`src/design/cpu_ctrl_pkg.sv`:
```
`default_nettype none

package cpu_ctrl_pkg;

	// alu select
	typedef logic [1:0] alu_op_t;

	localparam alu_op_t ALU_ADD = 2'd0;
	localparam alu_op_t ALU_SUB = 2'd1;
	localparam alu_op_t ALU_AND = 2'd2;
	localparam alu_op_t ALU_OR  = 2'd3;

	// operand source in execute
	typedef logic [1:0] fwd_sel_t;

	localparam fwd_sel_t FWD_REG   = 2'd0;
	localparam fwd_sel_t FWD_EXMEM = 2'd1;
	localparam fwd_sel_t FWD_MEMWB = 2'd2;

	// writeback source
	typedef logic wb_src_t;

	localparam wb_src_t WB_ALU = 1'b0;
	localparam wb_src_t WB_MEM = 1'b1;

endpackage

`default_nettype wire

```
`src/design/cpu_isa_pkg.sv`:
```
`default_nettype none

package cpu_isa_pkg;

	// datapath widths
	typedef logic [15:0] word_t;
	typedef logic [2:0]  reg_idx_t;
	typedef logic [7:0]  iaddr_t;
	typedef logic [7:0]  daddr_t;
	typedef logic [3:0]  opcode_t;

	// opcodes, instruction bits 15..12
	localparam opcode_t OP_NOP   = 4'h0;
	localparam opcode_t OP_ADDU  = 4'h1;
	localparam opcode_t OP_SUBU  = 4'h2;
	localparam opcode_t OP_AND   = 4'h3;
	localparam opcode_t OP_OR    = 4'h4;
	localparam opcode_t OP_LI    = 4'h5;
	localparam opcode_t OP_ADDIU = 4'h6;
	localparam opcode_t OP_LW    = 4'h7;
	localparam opcode_t OP_SW    = 4'h8;
	localparam opcode_t OP_B     = 4'h9;
	localparam opcode_t OP_BEQZ  = 4'ha;
	localparam opcode_t OP_BNEZ  = 4'hb;
	localparam opcode_t OP_HALT  = 4'hf;

	// all-zero word decodes as nop
	localparam word_t NOP_INSTR = 16'h0000;

	// field positions
	localparam int OP_HI = 15;
	localparam int OP_LO = 12;
	localparam int RD_HI = 11;
	localparam int RD_LO = 9;
	localparam int RS_HI = 8;
	localparam int RS_LO = 6;
	localparam int RT_HI = 5;
	localparam int RT_LO = 3;
	localparam int IMM6_HI = 5;
	localparam int IMM8_HI = 7;
	localparam int OFF9_HI = 8;
	localparam int IMM_LO = 0;

endpackage

`default_nettype wire

```
`src/design/cpu_top.sv`:
```
`timescale 1ns/1ps
`default_nettype none

module cpu_top (
	input  wire                   clk,
	input  wire                   rst_n_i,
	output cpu_isa_pkg::iaddr_t   imem_addr_o,
	input  wire cpu_isa_pkg::word_t  imem_data_i,
	output cpu_isa_pkg::daddr_t   dmem_addr_o,
	output cpu_isa_pkg::word_t    dmem_wdata_o,
	output logic                  dmem_we_o,
	input  wire cpu_isa_pkg::word_t  dmem_rdata_i,
	output logic                  halted_o
);

	// if -> id
	cpu_isa_pkg::word_t    id_instr;
	cpu_isa_pkg::iaddr_t   id_pc;
	// id side
	logic                  stall, redirect, halt;
	cpu_isa_pkg::iaddr_t   target;
	cpu_isa_pkg::reg_idx_t rs_idx, rt_idx;
	cpu_isa_pkg::word_t    rs_data, rt_data;
	logic                  uses_rs, uses_rt, is_branch;
	// id/ex
	cpu_isa_pkg::reg_idx_t ex_dst, ex_rs_idx, ex_rt_idx;
	logic                  ex_wr, ex_load, ex_store, ex_halt, ex_b_is_reg;
	cpu_ctrl_pkg::alu_op_t ex_alu_op;
	cpu_isa_pkg::word_t    ex_a, ex_b, ex_store_data;
	// ex/mem
	cpu_isa_pkg::reg_idx_t mem_dst;
	logic                  mem_wr, mem_load, mem_store, mem_halt;
	cpu_isa_pkg::word_t    mem_res, mem_store_data;
	// mem/wb
	logic                  wb_we;
	cpu_isa_pkg::reg_idx_t wb_idx;
	cpu_isa_pkg::word_t    wb_data;

	////////////////////////////////////////////////////////////
	// front end
	////////////////////////////////////////////////////////////
	fetch_stage fetch_i (
		.clk(clk), .rst_n_i(rst_n_i),
		.stall_i(stall), .redirect_i(redirect), .target_i(target), .halt_i(halt),
		.imem_addr_o(imem_addr_o), .imem_data_i(imem_data_i),
		.instr_o(id_instr), .pc_o(id_pc)
	);

	decode_stage decode_i (
		.clk(clk), .rst_n_i(rst_n_i),
		.instr_i(id_instr), .pc_i(id_pc), .stall_i(stall),
		.rs_data_i(rs_data), .rt_data_i(rt_data), .rs_idx_o(rs_idx), .rt_idx_o(rt_idx),
		// branch compare forwarding from ex/mem
		.exmem_dst_i(mem_dst), .exmem_wr_i(mem_wr), .exmem_res_i(mem_res),
		.redirect_o(redirect), .target_o(target), .halt_o(halt),
		.uses_rs_o(uses_rs), .uses_rt_o(uses_rt), .is_branch_o(is_branch),
		.ex_dst_o(ex_dst), .ex_wr_o(ex_wr), .ex_load_o(ex_load), .ex_store_o(ex_store),
		.ex_halt_o(ex_halt), .ex_alu_op_o(ex_alu_op), .ex_a_o(ex_a), .ex_b_o(ex_b),
		.ex_store_data_o(ex_store_data), .ex_rs_idx_o(ex_rs_idx), .ex_rt_idx_o(ex_rt_idx),
		.ex_b_is_reg_o(ex_b_is_reg)
	);

	reg_file regs_i (
		.clk(clk), .rst_n_i(rst_n_i),
		.rd_idx_a_i(rs_idx), .rd_idx_b_i(rt_idx), .rd_data_a_o(rs_data), .rd_data_b_o(rt_data),
		.we_i(wb_we), .wr_idx_i(wb_idx), .wr_data_i(wb_data)
	);

	hazard_unit hazard_i (
		.id_rs_idx_i(rs_idx), .id_rt_idx_i(rt_idx),
		.id_uses_rs_i(uses_rs), .id_uses_rt_i(uses_rt), .id_is_branch_i(is_branch),
		.ex_dst_i(ex_dst), .ex_wr_i(ex_wr), .ex_load_i(ex_load),
		.mem_dst_i(mem_dst), .mem_load_i(mem_load),
		.stall_o(stall)
	);

	////////////////////////////////////////////////////////////
	// back end
	////////////////////////////////////////////////////////////
	execute_stage execute_i (
		.clk(clk), .rst_n_i(rst_n_i),
		.ex_dst_i(ex_dst), .ex_wr_i(ex_wr), .ex_load_i(ex_load), .ex_store_i(ex_store),
		.ex_halt_i(ex_halt), .ex_alu_op_i(ex_alu_op), .ex_a_i(ex_a), .ex_b_i(ex_b),
		.ex_store_data_i(ex_store_data), .ex_rs_idx_i(ex_rs_idx), .ex_rt_idx_i(ex_rt_idx),
		.ex_b_is_reg_i(ex_b_is_reg),
		// own ex/mem fed back, plus writeback
		.exmem_dst_i(mem_dst), .exmem_wr_i(mem_wr), .exmem_res_i(mem_res),
		.memwb_wr_i(wb_we), .memwb_dst_i(wb_idx), .memwb_data_i(wb_data),
		.mem_dst_o(mem_dst), .mem_wr_o(mem_wr), .mem_load_o(mem_load),
		.mem_store_o(mem_store), .mem_halt_o(mem_halt),
		.mem_res_o(mem_res), .mem_store_data_o(mem_store_data)
	);

	mem_wb_stage mem_wb_i (
		.clk(clk), .rst_n_i(rst_n_i),
		.mem_dst_i(mem_dst), .mem_wr_i(mem_wr), .mem_load_i(mem_load),
		.mem_store_i(mem_store), .mem_halt_i(mem_halt),
		.mem_res_i(mem_res), .mem_store_data_i(mem_store_data),
		.dmem_addr_o(dmem_addr_o), .dmem_wdata_o(dmem_wdata_o), .dmem_we_o(dmem_we_o),
		.dmem_rdata_i(dmem_rdata_i),
		.wb_we_o(wb_we), .wb_idx_o(wb_idx), .wb_data_o(wb_data), .halted_o(halted_o)
	);

endmodule

`default_nettype wire

```
`src/design/decode_stage.sv`:
```
`timescale 1ns/1ps
`default_nettype none

module decode_stage (
	input  wire                     clk,
	input  wire                     rst_n_i,
	input  wire cpu_isa_pkg::word_t    instr_i,
	input  wire cpu_isa_pkg::iaddr_t   pc_i,
	input  wire                     stall_i,
	input  wire cpu_isa_pkg::word_t    rs_data_i,
	input  wire cpu_isa_pkg::word_t    rt_data_i,
	output cpu_isa_pkg::reg_idx_t   rs_idx_o,
	output cpu_isa_pkg::reg_idx_t   rt_idx_o,
	input  wire cpu_isa_pkg::reg_idx_t exmem_dst_i,
	input  wire                     exmem_wr_i,
	input  wire cpu_isa_pkg::word_t    exmem_res_i,
	output logic                    redirect_o,
	output cpu_isa_pkg::iaddr_t     target_o,
	output logic                    halt_o,
	output logic                    uses_rs_o,
	output logic                    uses_rt_o,
	output logic                    is_branch_o,
	output cpu_isa_pkg::reg_idx_t   ex_dst_o,
	output logic                    ex_wr_o,
	output logic                    ex_load_o,
	output logic                    ex_store_o,
	output logic                    ex_halt_o,
	output cpu_ctrl_pkg::alu_op_t   ex_alu_op_o,
	output cpu_isa_pkg::word_t      ex_a_o,
	output cpu_isa_pkg::word_t      ex_b_o,
	output cpu_isa_pkg::word_t      ex_store_data_o,
	output cpu_isa_pkg::reg_idx_t   ex_rs_idx_o,
	output cpu_isa_pkg::reg_idx_t   ex_rt_idx_o,
	output logic                    ex_b_is_reg_o
);

	cpu_isa_pkg::opcode_t  opcode;
	cpu_isa_pkg::reg_idx_t rd_idx;
	cpu_isa_pkg::word_t    imm6_ext;
	cpu_isa_pkg::word_t    imm8_ext;
	cpu_isa_pkg::word_t    rs_fwd;
	cpu_ctrl_pkg::alu_op_t alu_op;
	logic [8:0]            br_sum;
	logic                  is_rtype;
	logic                  is_li;
	logic                  is_lw;
	logic                  is_sw;
	logic                  is_b;
	logic                  is_cond;
	logic                  cond_true;
	logic                  writes_rd;

	//////////////////////////////////////////////////////////
	// field decode
	//////////////////////////////////////////////////////////
	assign opcode   = instr_i[cpu_isa_pkg::OP_HI:cpu_isa_pkg::OP_LO];
	assign rd_idx   = instr_i[cpu_isa_pkg::RD_HI:cpu_isa_pkg::RD_LO];
	assign is_rtype = (opcode == cpu_isa_pkg::OP_ADDU) || (opcode == cpu_isa_pkg::OP_SUBU)
		|| (opcode == cpu_isa_pkg::OP_AND) || (opcode == cpu_isa_pkg::OP_OR);
	assign is_li    = (opcode == cpu_isa_pkg::OP_LI);
	assign is_lw    = (opcode == cpu_isa_pkg::OP_LW);
	assign is_sw    = (opcode == cpu_isa_pkg::OP_SW);
	assign is_b     = (opcode == cpu_isa_pkg::OP_B);
	assign is_cond  = (opcode == cpu_isa_pkg::OP_BEQZ) || (opcode == cpu_isa_pkg::OP_BNEZ);
	assign halt_o   = (opcode == cpu_isa_pkg::OP_HALT) && !stall_i;
	assign writes_rd = is_rtype || is_li || is_lw || (opcode == cpu_isa_pkg::OP_ADDIU);

	// sw reads its data reg through the second port
	assign rs_idx_o = instr_i[cpu_isa_pkg::RS_HI:cpu_isa_pkg::RS_LO];
	assign rt_idx_o = is_sw ? rd_idx : instr_i[cpu_isa_pkg::RT_HI:cpu_isa_pkg::RT_LO];

	assign uses_rs_o   = is_rtype || is_lw || is_sw || is_cond
		|| (opcode == cpu_isa_pkg::OP_ADDIU);
	assign uses_rt_o   = is_rtype || is_sw;
	assign is_branch_o = is_cond;

	// immediates
	assign imm6_ext = {{10{instr_i[cpu_isa_pkg::IMM6_HI]}},
		instr_i[cpu_isa_pkg::IMM6_HI:cpu_isa_pkg::IMM_LO]};
	assign imm8_ext = {8'h00, instr_i[cpu_isa_pkg::IMM8_HI:cpu_isa_pkg::IMM_LO]};

	always_comb begin
		case (opcode)
			cpu_isa_pkg::OP_SUBU: alu_op = cpu_ctrl_pkg::ALU_SUB;
			cpu_isa_pkg::OP_AND:  alu_op = cpu_ctrl_pkg::ALU_AND;
			// li is or of the immediate with itself
			cpu_isa_pkg::OP_OR,
			cpu_isa_pkg::OP_LI:   alu_op = cpu_ctrl_pkg::ALU_OR;
			default:              alu_op = cpu_ctrl_pkg::ALU_ADD;
		endcase
	end

	//////////////////////////////////////////////////////////
	// branch resolve
	//////////////////////////////////////////////////////////
	// alu result in mem, older writers come through the regfile bypass
	assign rs_fwd = (exmem_wr_i && (exmem_dst_i == rs_idx_o)) ? exmem_res_i : rs_data_i;

	assign cond_true = (opcode == cpu_isa_pkg::OP_BEQZ) ? (rs_fwd == '0) : (rs_fwd != '0);
	assign redirect_o = !stall_i && (is_b || (is_cond && cond_true));

	// target is own address + 1 + offset, wraps at 256
	assign br_sum = {1'b0, pc_i} + 9'd1 + (is_b
		? instr_i[cpu_isa_pkg::OFF9_HI:cpu_isa_pkg::IMM_LO]
		: {{3{instr_i[cpu_isa_pkg::IMM6_HI]}}, instr_i[cpu_isa_pkg::IMM6_HI:cpu_isa_pkg::IMM_LO]});
	assign target_o = br_sum[7:0];

	//////////////////////////////////////////////////////////
	// id/ex
	//////////////////////////////////////////////////////////
	// control, bubble on stall
	always_ff @(posedge clk or negedge rst_n_i) begin
		if (!rst_n_i) begin
			ex_wr_o    <= 1'b0;
			ex_load_o  <= 1'b0;
			ex_store_o <= 1'b0;
			ex_halt_o  <= 1'b0;
		end else begin
			ex_wr_o    <= writes_rd && !stall_i;
			ex_load_o  <= is_lw && !stall_i;
			ex_store_o <= is_sw && !stall_i;
			ex_halt_o  <= halt_o;
		end
	end

	// payload
	always_ff @(posedge clk) begin
		ex_dst_o        <= rd_idx;
		ex_alu_op_o     <= alu_op;
		ex_a_o          <= is_li ? imm8_ext : rs_data_i;
		ex_b_o          <= is_rtype ? rt_data_i : (is_li ? imm8_ext : imm6_ext);
		ex_store_data_o <= rt_data_i;
		ex_rs_idx_o     <= rs_idx_o;
		ex_rt_idx_o     <= rt_idx_o;
		ex_b_is_reg_o   <= is_rtype;
	end

endmodule

`default_nettype wire

```
`src/design/execute_stage.sv`:
```
`timescale 1ns/1ps
`default_nettype none

module execute_stage (
	input  wire                      clk,
	input  wire                      rst_n_i,
	input  wire cpu_isa_pkg::reg_idx_t  ex_dst_i,
	input  wire                      ex_wr_i,
	input  wire                      ex_load_i,
	input  wire                      ex_store_i,
	input  wire                      ex_halt_i,
	input  wire cpu_ctrl_pkg::alu_op_t  ex_alu_op_i,
	input  wire cpu_isa_pkg::word_t     ex_a_i,
	input  wire cpu_isa_pkg::word_t     ex_b_i,
	input  wire cpu_isa_pkg::word_t     ex_store_data_i,
	input  wire cpu_isa_pkg::reg_idx_t  ex_rs_idx_i,
	input  wire cpu_isa_pkg::reg_idx_t  ex_rt_idx_i,
	input  wire                      ex_b_is_reg_i,
	input  wire cpu_isa_pkg::reg_idx_t  exmem_dst_i,
	input  wire                      exmem_wr_i,
	input  wire cpu_isa_pkg::word_t     exmem_res_i,
	input  wire                      memwb_wr_i,
	input  wire cpu_isa_pkg::reg_idx_t  memwb_dst_i,
	input  wire cpu_isa_pkg::word_t     memwb_data_i,
	output cpu_isa_pkg::reg_idx_t    mem_dst_o,
	output logic                     mem_wr_o,
	output logic                     mem_load_o,
	output logic                     mem_store_o,
	output logic                     mem_halt_o,
	output cpu_isa_pkg::word_t       mem_res_o,
	output cpu_isa_pkg::word_t       mem_store_data_o
);

	cpu_ctrl_pkg::fwd_sel_t a_sel;
	cpu_ctrl_pkg::fwd_sel_t rt_sel;
	cpu_isa_pkg::word_t     a_val;
	cpu_isa_pkg::word_t     rt_val;
	cpu_isa_pkg::word_t     b_val;
	cpu_isa_pkg::word_t     alu_res;
	logic                   a_is_reg;

	// ex/mem is younger, so it wins
	function automatic cpu_ctrl_pkg::fwd_sel_t pick_src(input cpu_isa_pkg::reg_idx_t idx);
		if (exmem_wr_i && (exmem_dst_i == idx)) begin
			return cpu_ctrl_pkg::FWD_EXMEM;
		end else if (memwb_wr_i && (memwb_dst_i == idx)) begin
			return cpu_ctrl_pkg::FWD_MEMWB;
		end
		return cpu_ctrl_pkg::FWD_REG;
	endfunction

	function automatic cpu_isa_pkg::word_t fwd_mux(input cpu_ctrl_pkg::fwd_sel_t sel,
		input cpu_isa_pkg::word_t reg_val);
		case (sel)
			cpu_ctrl_pkg::FWD_EXMEM: return exmem_res_i;
			cpu_ctrl_pkg::FWD_MEMWB: return memwb_data_i;
			default:                 return reg_val;
		endcase
	endfunction

	//////////////////////////////////////////////////////////
	// forwarding
	//////////////////////////////////////////////////////////
	// li is the only immediate form not using add, its a is the immediate
	assign a_is_reg = ex_b_is_reg_i || (ex_alu_op_i == cpu_ctrl_pkg::ALU_ADD);
	assign a_sel    = a_is_reg ? pick_src(ex_rs_idx_i) : cpu_ctrl_pkg::FWD_REG;
	assign rt_sel   = pick_src(ex_rt_idx_i);
	assign a_val    = fwd_mux(a_sel, ex_a_i);
	// rt carries the store data for sw
	assign rt_val   = fwd_mux(rt_sel, ex_store_data_i);
	assign b_val    = ex_b_is_reg_i ? rt_val : ex_b_i;

	// alu, also forms the data address
	always_comb begin
		case (ex_alu_op_i)
			cpu_ctrl_pkg::ALU_SUB: alu_res = a_val - b_val;
			cpu_ctrl_pkg::ALU_AND: alu_res = a_val & b_val;
			cpu_ctrl_pkg::ALU_OR:  alu_res = a_val | b_val;
			default:               alu_res = a_val + b_val;
		endcase
	end

	//////////////////////////////////////////////////////////
	// ex/mem
	//////////////////////////////////////////////////////////
	always_ff @(posedge clk or negedge rst_n_i) begin
		if (!rst_n_i) begin
			mem_wr_o    <= 1'b0;
			mem_load_o  <= 1'b0;
			mem_store_o <= 1'b0;
			mem_halt_o  <= 1'b0;
		end else begin
			mem_wr_o    <= ex_wr_i;
			mem_load_o  <= ex_load_i;
			mem_store_o <= ex_store_i;
			mem_halt_o  <= ex_halt_i;
		end
	end

	always_ff @(posedge clk) begin
		mem_dst_o        <= ex_dst_i;
		mem_res_o        <= alu_res;
		mem_store_data_o <= rt_val;
	end

endmodule

`default_nettype wire

```
`src/design/fetch_stage.sv`:
```
`timescale 1ns/1ps
`default_nettype none

module fetch_stage (
	input  wire                  clk,
	input  wire                  rst_n_i,
	input  wire                  stall_i,
	input  wire                  redirect_i,
	input  wire cpu_isa_pkg::iaddr_t target_i,
	input  wire                  halt_i,
	output cpu_isa_pkg::iaddr_t  imem_addr_o,
	input  wire cpu_isa_pkg::word_t imem_data_i,
	output cpu_isa_pkg::word_t   instr_o,
	output cpu_isa_pkg::iaddr_t  pc_o
);

	cpu_isa_pkg::iaddr_t pc_q;
	logic                halt_q;

	// pc drives imem directly, read is same cycle
	assign imem_addr_o = pc_q;

	//////////////////////////////////////////////////////////
	// pc and if/id
	//////////////////////////////////////////////////////////
	always_ff @(posedge clk or negedge rst_n_i) begin
		if (!rst_n_i) begin
			pc_q    <= '0;
			halt_q  <= 1'b0;
			instr_o <= cpu_isa_pkg::NOP_INSTR;
			pc_o    <= '0;
		end else if (redirect_i) begin
			// taken branch, squash the slot behind it
			pc_q    <= target_i;
			instr_o <= cpu_isa_pkg::NOP_INSTR;
		end else if (stall_i) begin
			// hold pc and if/id
		end else if (halt_i || halt_q) begin
			// frozen after halt, feed nops only
			halt_q  <= 1'b1;
			instr_o <= cpu_isa_pkg::NOP_INSTR;
		end else begin
			pc_q    <= pc_q + 8'd1;
			instr_o <= imem_data_i;
			pc_o    <= pc_q;
		end
	end

endmodule

`default_nettype wire

```
`src/design/hazard_unit.sv`:
```
`timescale 1ns/1ps
`default_nettype none

module hazard_unit (
	input  wire cpu_isa_pkg::reg_idx_t id_rs_idx_i,
	input  wire cpu_isa_pkg::reg_idx_t id_rt_idx_i,
	input  wire                     id_uses_rs_i,
	input  wire                     id_uses_rt_i,
	input  wire                     id_is_branch_i,
	input  wire cpu_isa_pkg::reg_idx_t ex_dst_i,
	input  wire                     ex_wr_i,
	input  wire                     ex_load_i,
	input  wire cpu_isa_pkg::reg_idx_t mem_dst_i,
	input  wire                     mem_load_i,
	output logic                    stall_o
);

	logic dep_ex;
	logic dep_mem;

	// decode source written by the instruction in ex
	assign dep_ex = ex_wr_i && ((id_uses_rs_i && (ex_dst_i == id_rs_idx_i))
		|| (id_uses_rt_i && (ex_dst_i == id_rt_idx_i)));

	// load data only exists at the end of mem
	assign dep_mem = mem_load_i && ((id_uses_rs_i && (mem_dst_i == id_rs_idx_i))
		|| (id_uses_rt_i && (mem_dst_i == id_rt_idx_i)));

	// load-use, or branch compare that cannot be forwarded yet
	assign stall_o = (dep_ex && ex_load_i) || (id_is_branch_i && (dep_ex || dep_mem));

endmodule

`default_nettype wire

```
`src/design/mem_wb_stage.sv`:
```
`timescale 1ns/1ps
`default_nettype none

module mem_wb_stage (
	input  wire                     clk,
	input  wire                     rst_n_i,
	input  wire cpu_isa_pkg::reg_idx_t mem_dst_i,
	input  wire                     mem_wr_i,
	input  wire                     mem_load_i,
	input  wire                     mem_store_i,
	input  wire                     mem_halt_i,
	input  wire cpu_isa_pkg::word_t    mem_res_i,
	input  wire cpu_isa_pkg::word_t    mem_store_data_i,
	output cpu_isa_pkg::daddr_t     dmem_addr_o,
	output cpu_isa_pkg::word_t      dmem_wdata_o,
	output logic                    dmem_we_o,
	input  wire cpu_isa_pkg::word_t    dmem_rdata_i,
	output logic                    wb_we_o,
	output cpu_isa_pkg::reg_idx_t   wb_idx_o,
	output cpu_isa_pkg::word_t      wb_data_o,
	output logic                    halted_o
);

	cpu_ctrl_pkg::wb_src_t wb_src_q;
	cpu_isa_pkg::word_t    wb_alu_q;
	cpu_isa_pkg::word_t    wb_load_q;

	// data port, low byte of the alu result is the word address
	assign dmem_addr_o  = mem_res_i[7:0];
	assign dmem_wdata_o = mem_store_data_i;
	assign dmem_we_o    = mem_store_i;

	//////////////////////////////////////////////////////////
	// mem/wb
	//////////////////////////////////////////////////////////
	always_ff @(posedge clk or negedge rst_n_i) begin
		if (!rst_n_i) begin
			wb_we_o  <= 1'b0;
			halted_o <= 1'b0;
		end else begin
			wb_we_o <= mem_wr_i;
			// sticky until reset
			if (mem_halt_i) begin
				halted_o <= 1'b1;
			end
		end
	end

	always_ff @(posedge clk) begin
		wb_idx_o  <= mem_dst_i;
		wb_src_q  <= mem_load_i ? cpu_ctrl_pkg::WB_MEM : cpu_ctrl_pkg::WB_ALU;
		wb_alu_q  <= mem_res_i;
		wb_load_q <= dmem_rdata_i;
	end

	assign wb_data_o = (wb_src_q == cpu_ctrl_pkg::WB_MEM) ? wb_load_q : wb_alu_q;

endmodule

`default_nettype wire

```
`src/design/reg_file.sv`:
```
`timescale 1ns/1ps
`default_nettype none

module reg_file (
	input  wire                     clk,
	input  wire                     rst_n_i,
	input  wire cpu_isa_pkg::reg_idx_t rd_idx_a_i,
	input  wire cpu_isa_pkg::reg_idx_t rd_idx_b_i,
	output cpu_isa_pkg::word_t      rd_data_a_o,
	output cpu_isa_pkg::word_t      rd_data_b_o,
	input  wire                     we_i,
	input  wire cpu_isa_pkg::reg_idx_t wr_idx_i,
	input  wire cpu_isa_pkg::word_t    wr_data_i
);

	cpu_isa_pkg::word_t regs [8];

	// all eight are plain registers
	always_ff @(posedge clk or negedge rst_n_i) begin
		if (!rst_n_i) begin
			for (int i = 0; i < 8; i++) begin
				regs[i] <= '0;
			end
		end else if (we_i) begin
			regs[wr_idx_i] <= wr_data_i;
		end
	end

	// write in wb is visible to decode in the same cycle
	assign rd_data_a_o = (we_i && (wr_idx_i == rd_idx_a_i)) ? wr_data_i : regs[rd_idx_a_i];
	assign rd_data_b_o = (we_i && (wr_idx_i == rd_idx_b_i)) ? wr_data_i : regs[rd_idx_b_i];

endmodule

`default_nettype wire

```
`config.mk`:
```
export PLATFORM = sky130hd
export DESIGN_NAME = cpu_top
export DESIGN_NICKNAME = d
export VERILOG_FILES = /design/src/design/cpu_ctrl_pkg.sv /design/src/design/cpu_isa_pkg.sv /design/src/design/cpu_top.sv /design/src/design/decode_stage.sv /design/src/design/execute_stage.sv /design/src/design/fetch_stage.sv /design/src/design/hazard_unit.sv /design/src/design/mem_wb_stage.sv /design/src/design/reg_file.sv
export SDC_FILE = /design/constraint.sdc
export NUM_CORES = 1
export LEC_CHECK = 0
export BUFFER_PORTS_ARGS = -buffer_cell sky130_fd_sc_hd__buf_2
export CAP_MARGIN = 10
export CORE_MARGIN = 5
export CORE_UTILIZATION = 56
export CTS_CLUSTER_DIAMETER = 60
export CTS_CLUSTER_SIZE = 14
export DETAILED_ROUTE_END_ITERATION = 10
export PLACE_DENSITY_LB_ADDON = 0.2
export SLEW_MARGIN = 20
export SYNTH_ARGS = -nofsm -noshare
export SYNTH_HDL_FRONTEND = slang
export SYNTH_SLANG_ARGS = --single-unit
export TNS_END_PERCENT = 50
```
`constraint.sdc`:
```
create_clock -name clk -period 5 [get_ports clk]
set_clock_uncertainty 0.1 [all_clocks]
set_input_delay 1 -clock clk [delete_from_list [all_inputs] [get_ports clk]]
set_output_delay 1 -clock clk [all_outputs]
set_load 0.01 [all_outputs]
```
Word level (Yosys, flattened, before mapping)
Cells that the tools add are included.

cells by class
  bitwise logic cells = 8
  magnitude comparators = 4
  equality and inequality tests = 31
  reduce and logical (&&, ||, !) cells = 49
  mux-type cells = 42
  add/subtract/negate cells = 5

operators with widths
  operator                                                         number
  16-bit 2-to-1 mux                                                15
  128-bit bitwise mux                                              1
  16-bit binary-select mux with 3-bit select                       2
  16-bit one-hot mux with 2 select lines                           2
  16-bit demux with 3-bit select                                   1
  16-bit one-hot mux with 3 select lines                           1
  8-bit 2-to-1 mux                                                 5
  3-bit == test                                                    10
  1-bit logical AND                                                22
  4-bit == test, second input constant                             5
  1-bit logical OR                                                 19
  16-bit adder                                                     1
  8-bit by 1-bit adder with 8-bit output, second input constant    2
  16-bit bitwise AND                                               1
  4-bit by 3-bit == test with 1-bit output, second input constant  4
  16-bit logical NOT                                               1
  16-bit bitwise OR                                                1
  16-bit nonzero test                                              1
  16-bit subtractor                                                1
  2-bit 2-to-1 mux                                                 7
  4-bit >= comparator, second input constant                       3
  3-bit inverter with 4-bit output                                 3
  8-bit adder                                                      1
  2-bit == test, second input constant                             4
  other kinds (15)                                                 26

word-level totals
  register bits = 302
  output and inout bits = 34
  word-level logic and storage cells = 177

Longest topological paths before layout
Gate-level depths: netlist of run 1.

  depth after elaboration = 20
  depth in mapped cells = 23
  depth with buffers taken out = 20

Hierarchy
A second synthesis of run 1 with hierarchy kept.

unflattened totals
  cell total of the unflattened synthesis = 1278
  area total of the unflattened synthesis = 15811.4 µm²

modules (own cells, without submodules)
  module         cells an instance  instances  area each (µm²)  seq. area each (µm²)
  reg_file       452                1          7508.5           3203.1
  execute_stage  422                1          3240.6           800.8
  decode_stage   192                1          2328.5           1301.2
  fetch_stage    110                1          1367.6           825.8
  mem_wb_stage   82                 1          1213.7           770.7
  hazard_unit    20                 1          152.6            0.0

Worst setup path after synthesis of run 1
No wires, ideal clock.

  kind = register to register
  from = register decode_i.ex_b_is_reg_o
  to = register execute_i.mem_res_o[14]
  buffers on the path = 5
  arrival = 4.825 ns
  cell stages (with the launch flop) = 22
  path slack = 0.012 ns
  required time = 4.837 ns
  clock period less this slack = 4.988 ns
  cell sequence = dfxtp_1 clkbuf_1 clkbuf_1 buf_1 nor2_1 nor3_1 nand4_1 ha_1 clkbuf_1 clkbuf_1 o21a_1 ha_1 fa_1 nor2b_1 o21ai_0 a21boi_0 o21ai_0 a211oi_1 o21a_1 o21ba_2 or4_1 nand3_1

on the way
  cells in the longest elaborated chain, start to end = 6

RTL lines
  element                                                                           RTL line              source
  start: declaration                                                                decode_stage.sv:34    output logic ex_b_is_reg_o
  start signal: assignment                                                          decode_stage.sv:135   ex_b_is_reg_o <= is_rtype;
  1-bit logical OR                                                                  execute_stage.sv:65   assign a_is_reg = ex_b_is_reg_i || (ex_alu_op_i == cpu_ctrl_pkg::ALU_ADD);
  2-bit 2-to-1 mux                                                                  execute_stage.sv:66   assign a_sel = a_is_reg ? pick_src(ex_rs_idx_i) : cpu_ctrl_pkg::FWD_REG;
  2-bit == test / 2-bit by 1-bit == test with 1-bit output (equally long branches)  execute_stage.sv:54   case (sel)
  16-bit one-hot mux with 2 select lines                                            execute_stage.sv:54
  16-bit adder (tied with other cells)                                              execute_stage.sv:79   default: alu_res = a_val + b_val;
  16-bit one-hot mux with 3 select lines *                                          execute_stage.sv:75   case (ex_alu_op_i)
  named net execute_i.alu_res[14]                                                   execute_stage.sv:39   cpu_isa_pkg::word_t alu_res;
  end signal: assignment                                                            execute_stage.sv:102  mem_res_o <= alu_res;
  end: declaration                                                                  execute_stage.sv:30   output cpu_isa_pkg::word_t mem_res_o,

Mark *: on every way through the listed nets, which the timed path passes. The rest lies on a longest branch.
A chain may end at the register's enable or synchronous reset.

Worst setup path in the final report of run 1
  from = register decode_i.ex_rt_idx_o[2]
  to = register execute_i.mem_res_o[15]

on the way
  cells in the longest elaborated chain, start to end = 10

RTL lines
  element                                                                           RTL line             source
  start: declaration                                                                decode_stage.sv:33   output cpu_isa_pkg::reg_idx_t ex_rt_idx_o,
  start signal: assignment                                                          decode_stage.sv:134  ex_rt_idx_o <= rt_idx_o;
  3-bit == test                                                                     execute_stage.sv:46  end else if (memwb_wr_i && (memwb_dst_i == idx)) begin
  1-bit logical AND                                                                 execute_stage.sv:46
  1-bit 2-to-1 mux                                                                  execute_stage.sv:46
  1-bit 2-to-1 mux                                                                  execute_stage.sv:44  if (exmem_wr_i && (exmem_dst_i == idx)) begin
  2-bit 2-to-1 mux *                                                                execute_stage.sv:49  return cpu_ctrl_pkg::FWD_REG;
  2-bit == test / 2-bit by 1-bit == test with 1-bit output (equally long branches)  execute_stage.sv:54
  16-bit one-hot mux with 2 select lines *                                          execute_stage.sv:54
  16-bit 2-to-1 mux *                                                               execute_stage.sv:71  assign b_val = ex_b_is_reg_i ? rt_val : ex_b_i;
  16-bit adder (tied with other cells)                                              execute_stage.sv:79
  16-bit one-hot mux with 3 select lines *                                          execute_stage.sv:75
  named net execute_i.alu_res[15]                                                   execute_stage.sv:39

Marked as above.

==> run_summary.xml, run 1 <==
<?xml version="1.0" encoding="UTF-8"?>
<metrics>
  <group name="timing">
    <metric name="timing.fmax" unit="MHz">211.8</metric>
    <metric name="finalHoldViolCount" unit="">0</metric>
    <metric name="setup_violations" unit="">0</metric>
    <metric name="final_max_slew_viol_count" unit="">0</metric>
    <metric name="timing.max_slew.rel_slack" unit="%">27.31</metric>
    <metric name="min_period" unit="ps">4722</metric>
    <metric name="worst_pin_slew" unit="ps">1060</metric>
    <metric name="final.period_utilization" unit="%">94.44</metric>
  </group>
  <group name="grt">
    <metric name="initial_antenna_violation_count" unit="">0</metric>
    <metric name="grt_start_max_net_pins" unit="">104</metric>
    <metric name="grt_pass1_wl" unit="mm">64.06</metric>
    <metric name="grt_pass1_vias" unit="">11670</metric>
    <metric name="grt_overflow_total" unit="">0</metric>
    <metric name="global_route.usage.total" unit="%">25.77</metric>
  </group>
  <group name="critical_path">
    <metric name="regToRegSetupSlack" unit="ps">280</metric>
    <metric name="critPathLaunch" unit="">decode_i.ex_rt_idx_o[2]</metric>
    <metric name="worstPathCellList" unit="">xnor2_1 &gt; and4_1 &gt; buf_4 &gt; buf_4 &gt; mux2i_1 &gt; o21a_1 &gt; nand2_1 &gt; nor4_1 &gt; buf_4 &gt; a21oi_1 &gt; xnor2_1 &gt; ha_1 &gt; nand2_1 &gt; a311oi_1 &gt; o211ai_1 &gt; and3_1 &gt; a211o_1 &gt; a31oi_1 &gt; o221a_2</metric>
    <metric name="worst-path-max-fanout" unit="">7</metric>
    <metric name="crit_path_start_kind" unit="">flip-flop</metric>
    <metric name="worst_path_most_repeated_cell" unit="">sky130_fd_sc_hd__buf_4</metric>
    <metric name="critical_path_arrival" unit="ps">5130</metric>
    <metric name="setup.worst_path.end_class" unit="">flip-flop</metric>
    <metric name="timing.reg2reg.worst_path_depth" unit="">19</metric>
    <metric name="r2r-start" unit="">decode_i.ex_rt_idx_o[2]</metric>
    <metric name="cp.buffers_inverters" unit="">3</metric>
    <metric name="critical_path.slowest_cell" unit="">sky130_fd_sc_hd__and4_1</metric>
    <metric name="crit_required" unit="ps">5410</metric>
    <metric name="timing.rr.end" unit="">execute_i.mem_res_o[15]</metric>
    <metric name="worst_path_dominant_cell_family" unit="">compound AO/OA/AOI/OAI gates</metric>
    <metric name="timing.critical_path.slowest_cell_delay" unit="ps">350</metric>
    <metric name="setup.worst_path.class" unit="">flip-flop to flip-flop</metric>
    <metric name="critical_path_depth" unit="">19</metric>
  </group>
  <group name="cts">
    <metric name="cts_inserted_buffers" unit="">31</metric>
    <metric name="cts_tree" unit="">built</metric>
    <metric name="cts_sinks" unit="">302</metric>
    <metric name="number_of_buffers_on_the_longest_clock_path" unit="">3</metric>
    <metric name="post_cts_resized" unit="">0</metric>
    <metric name="post_cts_hold_buffer_count" unit="">0</metric>
    <metric name="cts_root_buffer" unit="">sky130_fd_sc_hd__clkbuf_16</metric>
    <metric name="post_cts_setup_buffer_count" unit="">0</metric>
    <metric name="cts.htree.levels" unit="">1</metric>
    <metric name="clock_pin_slew_worst_setup_and_hold_paths" unit="ps">70</metric>
    <metric name="clk-insertion-delay-late" unit="ps">570</metric>
  </group>
  <group name="cells_and_area">
    <metric name="num-nets-final" unit="">1740</metric>
    <metric name="final_non_filler_cell_total" unit="">2039</metric>
    <metric name="layout.core_utilization" unit="%">63.53</metric>
    <metric name="syn_to_final_growth" unit="%">12.32</metric>
    <metric name="drive_gt1_share" unit="%">16.02</metric>
    <metric name="antennaDiodeCount" unit="">0</metric>
  </group>
  <group name="die">
    <metric name="pin_count" unit="">68</metric>
    <metric name="die-height" unit="µm">174.8</metric>
    <metric name="design.core.area" unit="mm²">0.02688</metric>
    <metric name="fp.dieArea" unit="mm²">0.03054</metric>
    <metric name="floorplan.initialDensity" unit="%">56.56</metric>
    <metric name="die_width" unit="µm">174.8</metric>
    <metric name="num_rows" unit="">60</metric>
  </group>
  <group name="hold_path">
    <metric name="timing.hold.worst.start" unit="">decode_i.ex_halt_o</metric>
    <metric name="hold_path_class" unit="">flip-flop to flip-flop</metric>
    <metric name="worstHoldPathCells" unit="">0</metric>
    <metric name="worst_hold_path.endpoint" unit="">execute_i.mem_halt_o</metric>
  </group>
  <group name="detailed_routing">
    <metric name="drt_wl_total" unit="mm">40.13</metric>
    <metric name="drt-initial-drc-count" unit="">897</metric>
    <metric name="wire_per_inst" unit="µm">19.68</metric>
    <metric name="post_route_drc" unit="">0</metric>
    <metric name="drt_first_pass_iters" unit="">7</metric>
    <metric name="vias" unit="">12190</metric>
    <metric name="drtAntennaViolNets" unit="">0</metric>
    <metric name="vias_per_cell" unit="">5.979</metric>
  </group>
  <group name="logic_synthesis">
    <metric name="synth_flop_cell" unit="">sky130_fd_sc_hd__dfrtp_1</metric>
    <metric name="synthesis.yosys.warnings" unit="">0</metric>
    <metric name="syn-cell-area" unit="mm²">0.01520</metric>
    <metric name="synth-edff-count" unit="">0</metric>
    <metric name="seq_area_frac_synth" unit="%">45.40</metric>
    <metric name="synthesis.instances" unit="">1628</metric>
    <metric name="async_reset_ff_share" unit="%">56.62</metric>
    <metric name="synth_fp_nets" unit="">1692</metric>
    <metric name="yosysUniqueCellTypes" unit="">75</metric>
    <metric name="synth.ff_latch_count" unit="">302</metric>
    <metric name="synthesis.area_per_instance" unit="µm²">9.337</metric>
  </group>
  <group name="placement">
    <metric name="global_placer_s_final_weighted_congestion" unit="">0.9655</metric>
    <metric name="port_buffers" unit="">67</metric>
    <metric name="dpl.hpwl" unit="mm">27.24</metric>
    <metric name="dp.cells" unit="">1984</metric>
  </group>
  <group name="status">
    <metric name="status" unit="">finished, final reports clean</metric>
  </group>
  <group name="job">
    <metric name="max_cap_violations" unit="">0</metric>
  </group>
</metrics>
-- logic make-up (layout without fill, tap and decap cells) --
family | after synthesis | in the layout | share of synthesized area [%]
AND/OR/NAND/NOR | 542 | 542 | 16.01
AO/OA/AOI/OAI | 418 | 418 | 17.08
multiplexers | 121 | 121 | 11.04
flip-flops | 302 | 302 | 45.40
buffers and inverters | 153 | 223 | 4.305
adder cells (fa/ha/maj) | 33 | 33 | 2.766
XOR/XNOR | 59 | 59 | 3.399
-- synthesized netlist by cell type (22+ instances only) --
cell	number	share of area, %
sky130_fd_sc_hd__nand2_1	260	6.4
sky130_fd_sc_hd__mux2i_1	59	3.9
sky130_fd_sc_hd__inv_1	30	0.74
sky130_fd_sc_hd__mux2_2	25	1.9
sky130_fd_sc_hd__a21oi_1	117	3.9
sky130_fd_sc_hd__xnor2_1	43	2.5
sky130_fd_sc_hd__nor2b_1	24	0.99
sky130_fd_sc_hd__a311oi_1	34	2.0
sky130_fd_sc_hd__o21ai_0	131	4.3
sky130_fd_sc_hd__ha_1	28	2.3
sky130_fd_sc_hd__dfxtp_1	131	17
sky130_fd_sc_hd__dfrtp_1	171	28
sky130_fd_sc_hd__clkbuf_1	85	2.1
sky130_fd_sc_hd__mux4_2	31	4.6
sky130_fd_sc_hd__nor3_1	22	0.72
sky130_fd_sc_hd__nor2_1	115	2.8
sky130_fd_sc_hd__nand3_1	44	1.4
-- cell usage in the layout (no fill, tap or decap), types with 5 or more instances in the layout --
| master | count |
|---|---|
| sky130_fd_sc_hd__a211oi_1 | 7 |
| sky130_fd_sc_hd__a21boi_0 | 6 |
| sky130_fd_sc_hd__a21o_1 | 17 |
| sky130_fd_sc_hd__a21oi_1 | 116 |
| sky130_fd_sc_hd__a22o_1 | 16 |
| sky130_fd_sc_hd__a22oi_1 | 13 |
| sky130_fd_sc_hd__a311oi_1 | 34 |
| sky130_fd_sc_hd__a31oi_1 | 18 |
| sky130_fd_sc_hd__and3_1 | 20 |
| sky130_fd_sc_hd__buf_2 | 66 |
| sky130_fd_sc_hd__buf_4 | 66 |
| sky130_fd_sc_hd__clkbuf_1 | 9 |
| sky130_fd_sc_hd__clkbuf_16 | 32 |
| sky130_fd_sc_hd__dfrtp_1 | 170 |
| sky130_fd_sc_hd__dfxtp_1 | 130 |
| sky130_fd_sc_hd__ha_1 | 28 |
| sky130_fd_sc_hd__inv_1 | 29 |
| sky130_fd_sc_hd__inv_6 | 5 |
| sky130_fd_sc_hd__mux2_2 | 25 |
| sky130_fd_sc_hd__mux2i_1 | 57 |
| sky130_fd_sc_hd__mux4_2 | 31 |
| sky130_fd_sc_hd__nand2_1 | 260 |
| sky130_fd_sc_hd__nand2b_1 | 11 |
| sky130_fd_sc_hd__nand3_1 | 44 |
| sky130_fd_sc_hd__nand4_1 | 8 |
| sky130_fd_sc_hd__nor2_1 | 115 |
| sky130_fd_sc_hd__nor2b_1 | 24 |
| sky130_fd_sc_hd__nor3_1 | 17 |
| sky130_fd_sc_hd__nor3_2 | 5 |
| sky130_fd_sc_hd__nor4_1 | 7 |
| sky130_fd_sc_hd__o21a_1 | 17 |
| sky130_fd_sc_hd__o21ai_0 | 131 |
| sky130_fd_sc_hd__o21bai_1 | 6 |
| sky130_fd_sc_hd__xnor2_1 | 41 |
| sky130_fd_sc_hd__xor2_1 | 16 |
-- worst max-delay path by stage --
stage	slack (ps)	to
floorplan	10	execute_i.mem_res_o[14]
global placement	200	execute_i.mem_res_o[15]
detailed placement	50	execute_i.mem_res_o[15]
CTS	40	execute_i.mem_res_o[15]
global route	-30	execute_i.mem_res_o[15]
finish	280	execute_i.mem_res_o[15]
-- state kept, by name (all words and copies together), names as in the netlist, 2 cells and up --
register	flops
decode_i.ex_alu_op_o	2
decode_i.ex_rt_idx_o	3
fetch_i.pc_o	8
fetch_i.imem_addr_o	8
mem_wb_i.wb_idx_o	3
execute_i.mem_res_o	16
execute_i.mem_store_data_o	16
regs_i.regs	128
decode_i.ex_b_o	16
fetch_i.instr_o	16
decode_i.ex_store_data_o	16
mem_wb_i.wb_alu_q	16
decode_i.ex_dst_o	3
decode_i.ex_rs_idx_o	3
decode_i.ex_a_o	16
execute_i.mem_dst_o	3
mem_wb_i.wb_load_q	16
-- cell type report --
cell class	instances	area, µm²
well taps	341	426.7
clock buffers	43	862.1
repair buffers	136	897.1
flip-flops and latches	302	6904
inverters	32	120.1
clock inverters	12	116.4
multi-input cells	1173	7747
fillers	2248	9802
-- worst register-to-register path, cell delays in order, from the launching register on --
cell                       delay (ps)
sky130_fd_sc_hd__dfxtp_1          330
sky130_fd_sc_hd__xnor2_1          300
sky130_fd_sc_hd__and4_1           350
sky130_fd_sc_hd__buf_4            210
sky130_fd_sc_hd__buf_4            200
sky130_fd_sc_hd__mux2i_1          290
sky130_fd_sc_hd__o21a_1           270
sky130_fd_sc_hd__nand2_1          120
sky130_fd_sc_hd__nor4_1           350
sky130_fd_sc_hd__buf_4            200
sky130_fd_sc_hd__a21oi_1           80
sky130_fd_sc_hd__xnor2_1          150
sky130_fd_sc_hd__ha_1             350
sky130_fd_sc_hd__nand2_1           80
sky130_fd_sc_hd__a311oi_1         270
sky130_fd_sc_hd__o211ai_1         210
sky130_fd_sc_hd__and3_1           200
sky130_fd_sc_hd__a211o_1          260
sky130_fd_sc_hd__a31oi_1          170
sky130_fd_sc_hd__o221a_2          190
-- per-stage QoR --
step,hold WS (ps),cell area [µm²],TNS (ps),worst slack [ps]
2_1_floorplan,231.2,15200,0,12.38
3_3_place_gp,233.7,16070,0,202.2
3_5_place_dp,235.5,16070,0,48.60
4_1_cts,259.3,17050,0,38.28
5_1_grt,265.7,17070,-26.33,-26.33
6_report,253.5,17070,0,278.0
-- per-layer routing --
metal  share of wire, %  up-vias  track usage (%)
li1                   -     5863                -
met1                 47     5815            38.18
met2                 44      441            39.64
met3                7.0       73            4.500
met4                2.5        0            6.416
met5                  0        -                0
Power of run 1 is left out: the tool's default activity adds up to more than one toggle a clock period on the data nets, which glitch-free logic cannot reach.
==> run 2, diff against run 1 <==
Clock period 5 ns to 3.9 ns, I/O delays scaled along.
==> run_summary.xml, run 2 (synthesis gave the netlist of run 1 again) <==
<?xml version="1.0" encoding="UTF-8"?>
<metrics>
  <group name="status">
    <metric name="status" unit="">complete, but fails checks</metric>
    <metric name="failed_checks" unit="">negative setup slack</metric>
  </group>
  <group name="grt">
    <metric name="grt_pass1_wl" unit="mm">67.99</metric>
    <metric name="grt_start_max_net_pins" unit="">78</metric>
    <metric name="groute.layer.met3.usage" unit="%">3.678</metric>
    <metric name="grt_busiest_layer" unit="">met2</metric>
    <metric name="grtUsageMet1" unit="%">40.14</metric>
    <metric name="grt_pass1_vias" unit="">12400</metric>
    <metric name="grt_util_met2" unit="%">42.79</metric>
    <metric name="grt_overflow_total" unit="">0</metric>
    <metric name="initial_antenna_violation_count" unit="">0</metric>
    <metric name="global_route.usage.total" unit="%">27.22</metric>
  </group>
  <group name="timing">
    <metric name="worst_pin_slew" unit="ps">1216</metric>
    <metric name="finalHoldViolCount" unit="">0</metric>
    <metric name="final.period_utilization" unit="%">106.0</metric>
    <metric name="timing.fmax" unit="MHz">241.9</metric>
    <metric name="setup_violations" unit="">3</metric>
    <metric name="min_period" unit="ps">4133</metric>
    <metric name="final_max_slew_viol_count" unit="">0</metric>
    <metric name="finalWorstSetupSlack" unit="ps">-233.2</metric>
    <metric name="rsz0062_at_grt" unit="">true</metric>
    <metric name="timing.max_slew.rel_slack" unit="%">16.61</metric>
  </group>
  <group name="critical_path">
    <metric name="crit_required" unit="ps">4240</metric>
    <metric name="setup.worst_path.class" unit="">flip-flop to flip-flop</metric>
    <metric name="crit_path_start_kind" unit="">flip-flop</metric>
    <metric name="setup.worst_path.end_class" unit="">flip-flop</metric>
    <metric name="critical_path_arrival" unit="ps">4470</metric>
    <metric name="worst-path-max-fanout" unit="">4</metric>
  </group>
  <group name="placement">
    <metric name="global_placer_s_final_weighted_congestion" unit="">0.9182</metric>
    <metric name="port_buffers" unit="">67</metric>
    <metric name="dpl.hpwl" unit="mm">29.11</metric>
  </group>
  <group name="cells_and_area">
    <metric name="num-nets-final" unit="">1857</metric>
    <metric name="layout.core_utilization" unit="%">68.24</metric>
    <metric name="final_common_cell" unit="">sky130_fd_sc_hd__nand2_1</metric>
    <metric name="flip_flop_count_of_the_largest_register_all_copies_and_words_added" unit="">128</metric>
    <metric name="registers.top_by_ff_count" unit="">regs_i.regs</metric>
    <metric name="drive_gt1_share" unit="%">24.09</metric>
    <metric name="layout_common_cells" unit="">sky130_fd_sc_hd__nand2_1, sky130_fd_sc_hd__buf_4, sky130_fd_sc_hd__dfrtp_1</metric>
    <metric name="syn_to_final_growth" unit="%">20.65</metric>
    <metric name="antennaDiodeCount" unit="">0</metric>
  </group>
  <group name="detailed_routing">
    <metric name="drt_first_pass_iters" unit="">5</metric>
    <metric name="drtAntennaViolNets" unit="">0</metric>
    <metric name="drt-initial-drc-count" unit="">1217</metric>
    <metric name="drt_wl_total" unit="mm">42.23</metric>
    <metric name="wire_per_inst" unit="µm">19.63</metric>
    <metric name="vias_per_cell" unit="">5.932</metric>
    <metric name="post_route_drc" unit="">0</metric>
    <metric name="vias" unit="">12760</metric>
  </group>
  <group name="cts">
    <metric name="post_cts_hold_buffer_count" unit="">0</metric>
    <metric name="cts_root_buffer" unit="">sky130_fd_sc_hd__clkbuf_16</metric>
    <metric name="cts_inserted_buffers" unit="">30</metric>
    <metric name="cts_sinks" unit="">302</metric>
    <metric name="clock_pin_slew_worst_setup_and_hold_paths" unit="ps">70</metric>
    <metric name="cts.htree.levels" unit="">1</metric>
    <metric name="clk-insertion-delay-late" unit="ps">560</metric>
    <metric name="number_of_buffers_on_the_longest_clock_path" unit="">3</metric>
    <metric name="cts_tree" unit="">built</metric>
  </group>
  <group name="die">
    <metric name="floorplan.initialDensity" unit="%">56.56</metric>
    <metric name="num_rows" unit="">60</metric>
    <metric name="die_width" unit="µm">174.8</metric>
    <metric name="fp.dieArea" unit="mm²">0.03054</metric>
    <metric name="design.core.area" unit="mm²">0.02688</metric>
    <metric name="pin_count" unit="">68</metric>
    <metric name="die-height" unit="µm">174.8</metric>
  </group>
  <group name="job">
    <metric name="max_cap_violations" unit="">0</metric>
  </group>
  <group name="hold_path">
    <metric name="hold_path_class" unit="">primary input to asynchronous set/reset pin</metric>
  </group>
</metrics>
[run 2: cell types whose count changed in the layout (fill, tap and decap cells not counted), sizes merged]
cell	delta
buf	+118
clkbuf	-5
clkinv	-3
clkinvlp	+2
bufinv	+1
inv	-1
[run 2: metal layers]
metal	vias to the layer above	share of wire, %
li1	6085	-
met1	6197	46
met2	410	46
met3	68	6.3
met4	0	2.4
met5	-	0
[run 2: worst paths after layout]
kind / depth (start not counted) / startpoint / slack, ps / to
setup / recovery: 19 / decode_i.ex_rt_idx_o[2] / -230 / execute_i.mem_res_o[15]
hold / removal: 1 / rst_n_i / 130 / fetch_i.instr_o[12]
setup reg to reg: 19 / decode_i.ex_rt_idx_o[2] / -230 / execute_i.mem_res_o[15]
hold reg to reg: 0 / decode_i.ex_store_o / 260 / execute_i.mem_store_o
max in group asynchronous: 2 / rst_n_i / 2640 / regs_i.regs[61]
min in group clk: 1 / dmem_rdata_i[13] / 220 / mem_wb_i.wb_load_q[13]
[run 2: repair_timing]
item | CTS | global route
pin swaps | 28 | 18
resized for setup | 23 | 28
setup endpoints to repair | 4 | 19
setup buffers | 7 | 6
[run 2: stage by stage]
step / setup WS (ps) / std cells / hold slack, ps / setup TNS (ps) / cell area, µm²
final: -233.2 / 2151 / 130.8 / -390.3 / 18340
after global routing: -446.1 / 2151 / 182.2 / -905.5 / 18340
after floorplan: -154.8 / 1628 / 231.2 / -281.7 / 15440
after detailed placement: -374.3 / 2090 / 241.8 / -899.7 / 17070
after CTS: -294.9 / 2145 / 155.2 / -576.0 / 18160
after global placement: -250.7 / 2090 / 236.9 / -496.4 / 17070
[run 2: critical path, stage by stage, from the launching register on]
cell                       delay (ps)
sky130_fd_sc_hd__dfxtp_4          370
sky130_fd_sc_hd__xnor2_4          170
sky130_fd_sc_hd__and4_4           270
sky130_fd_sc_hd__buf_6            140
sky130_fd_sc_hd__mux2i_2          230
sky130_fd_sc_hd__o21a_2           220
sky130_fd_sc_hd__ha_4             160
sky130_fd_sc_hd__nand2_4           70
sky130_fd_sc_hd__o31ai_4          250
sky130_fd_sc_hd__a21boi_4         260
sky130_fd_sc_hd__a21oi_2           80
sky130_fd_sc_hd__xnor2_1          130
sky130_fd_sc_hd__ha_1             310
sky130_fd_sc_hd__buf_6            130
sky130_fd_sc_hd__a21o_1           160
sky130_fd_sc_hd__o211ai_1         310
sky130_fd_sc_hd__and3_1           240
sky130_fd_sc_hd__a211o_1          100
sky130_fd_sc_hd__a31oi_1           60
sky130_fd_sc_hd__o221a_2          270
[run 2: area by class of cell]
class                           count  area [µm²]
Fill cell                        2109        8536
Multi-Input combinational cell   1173        8035
Sequential cell                   302        6914
Timing Repair Buffer              254        1889
Clock buffer                       38       842.1
Tap cell                          341       426.7
Inverter                           32       120.1
Clock inverter                     11       112.6
Power of run 2 is left out for the same reason.
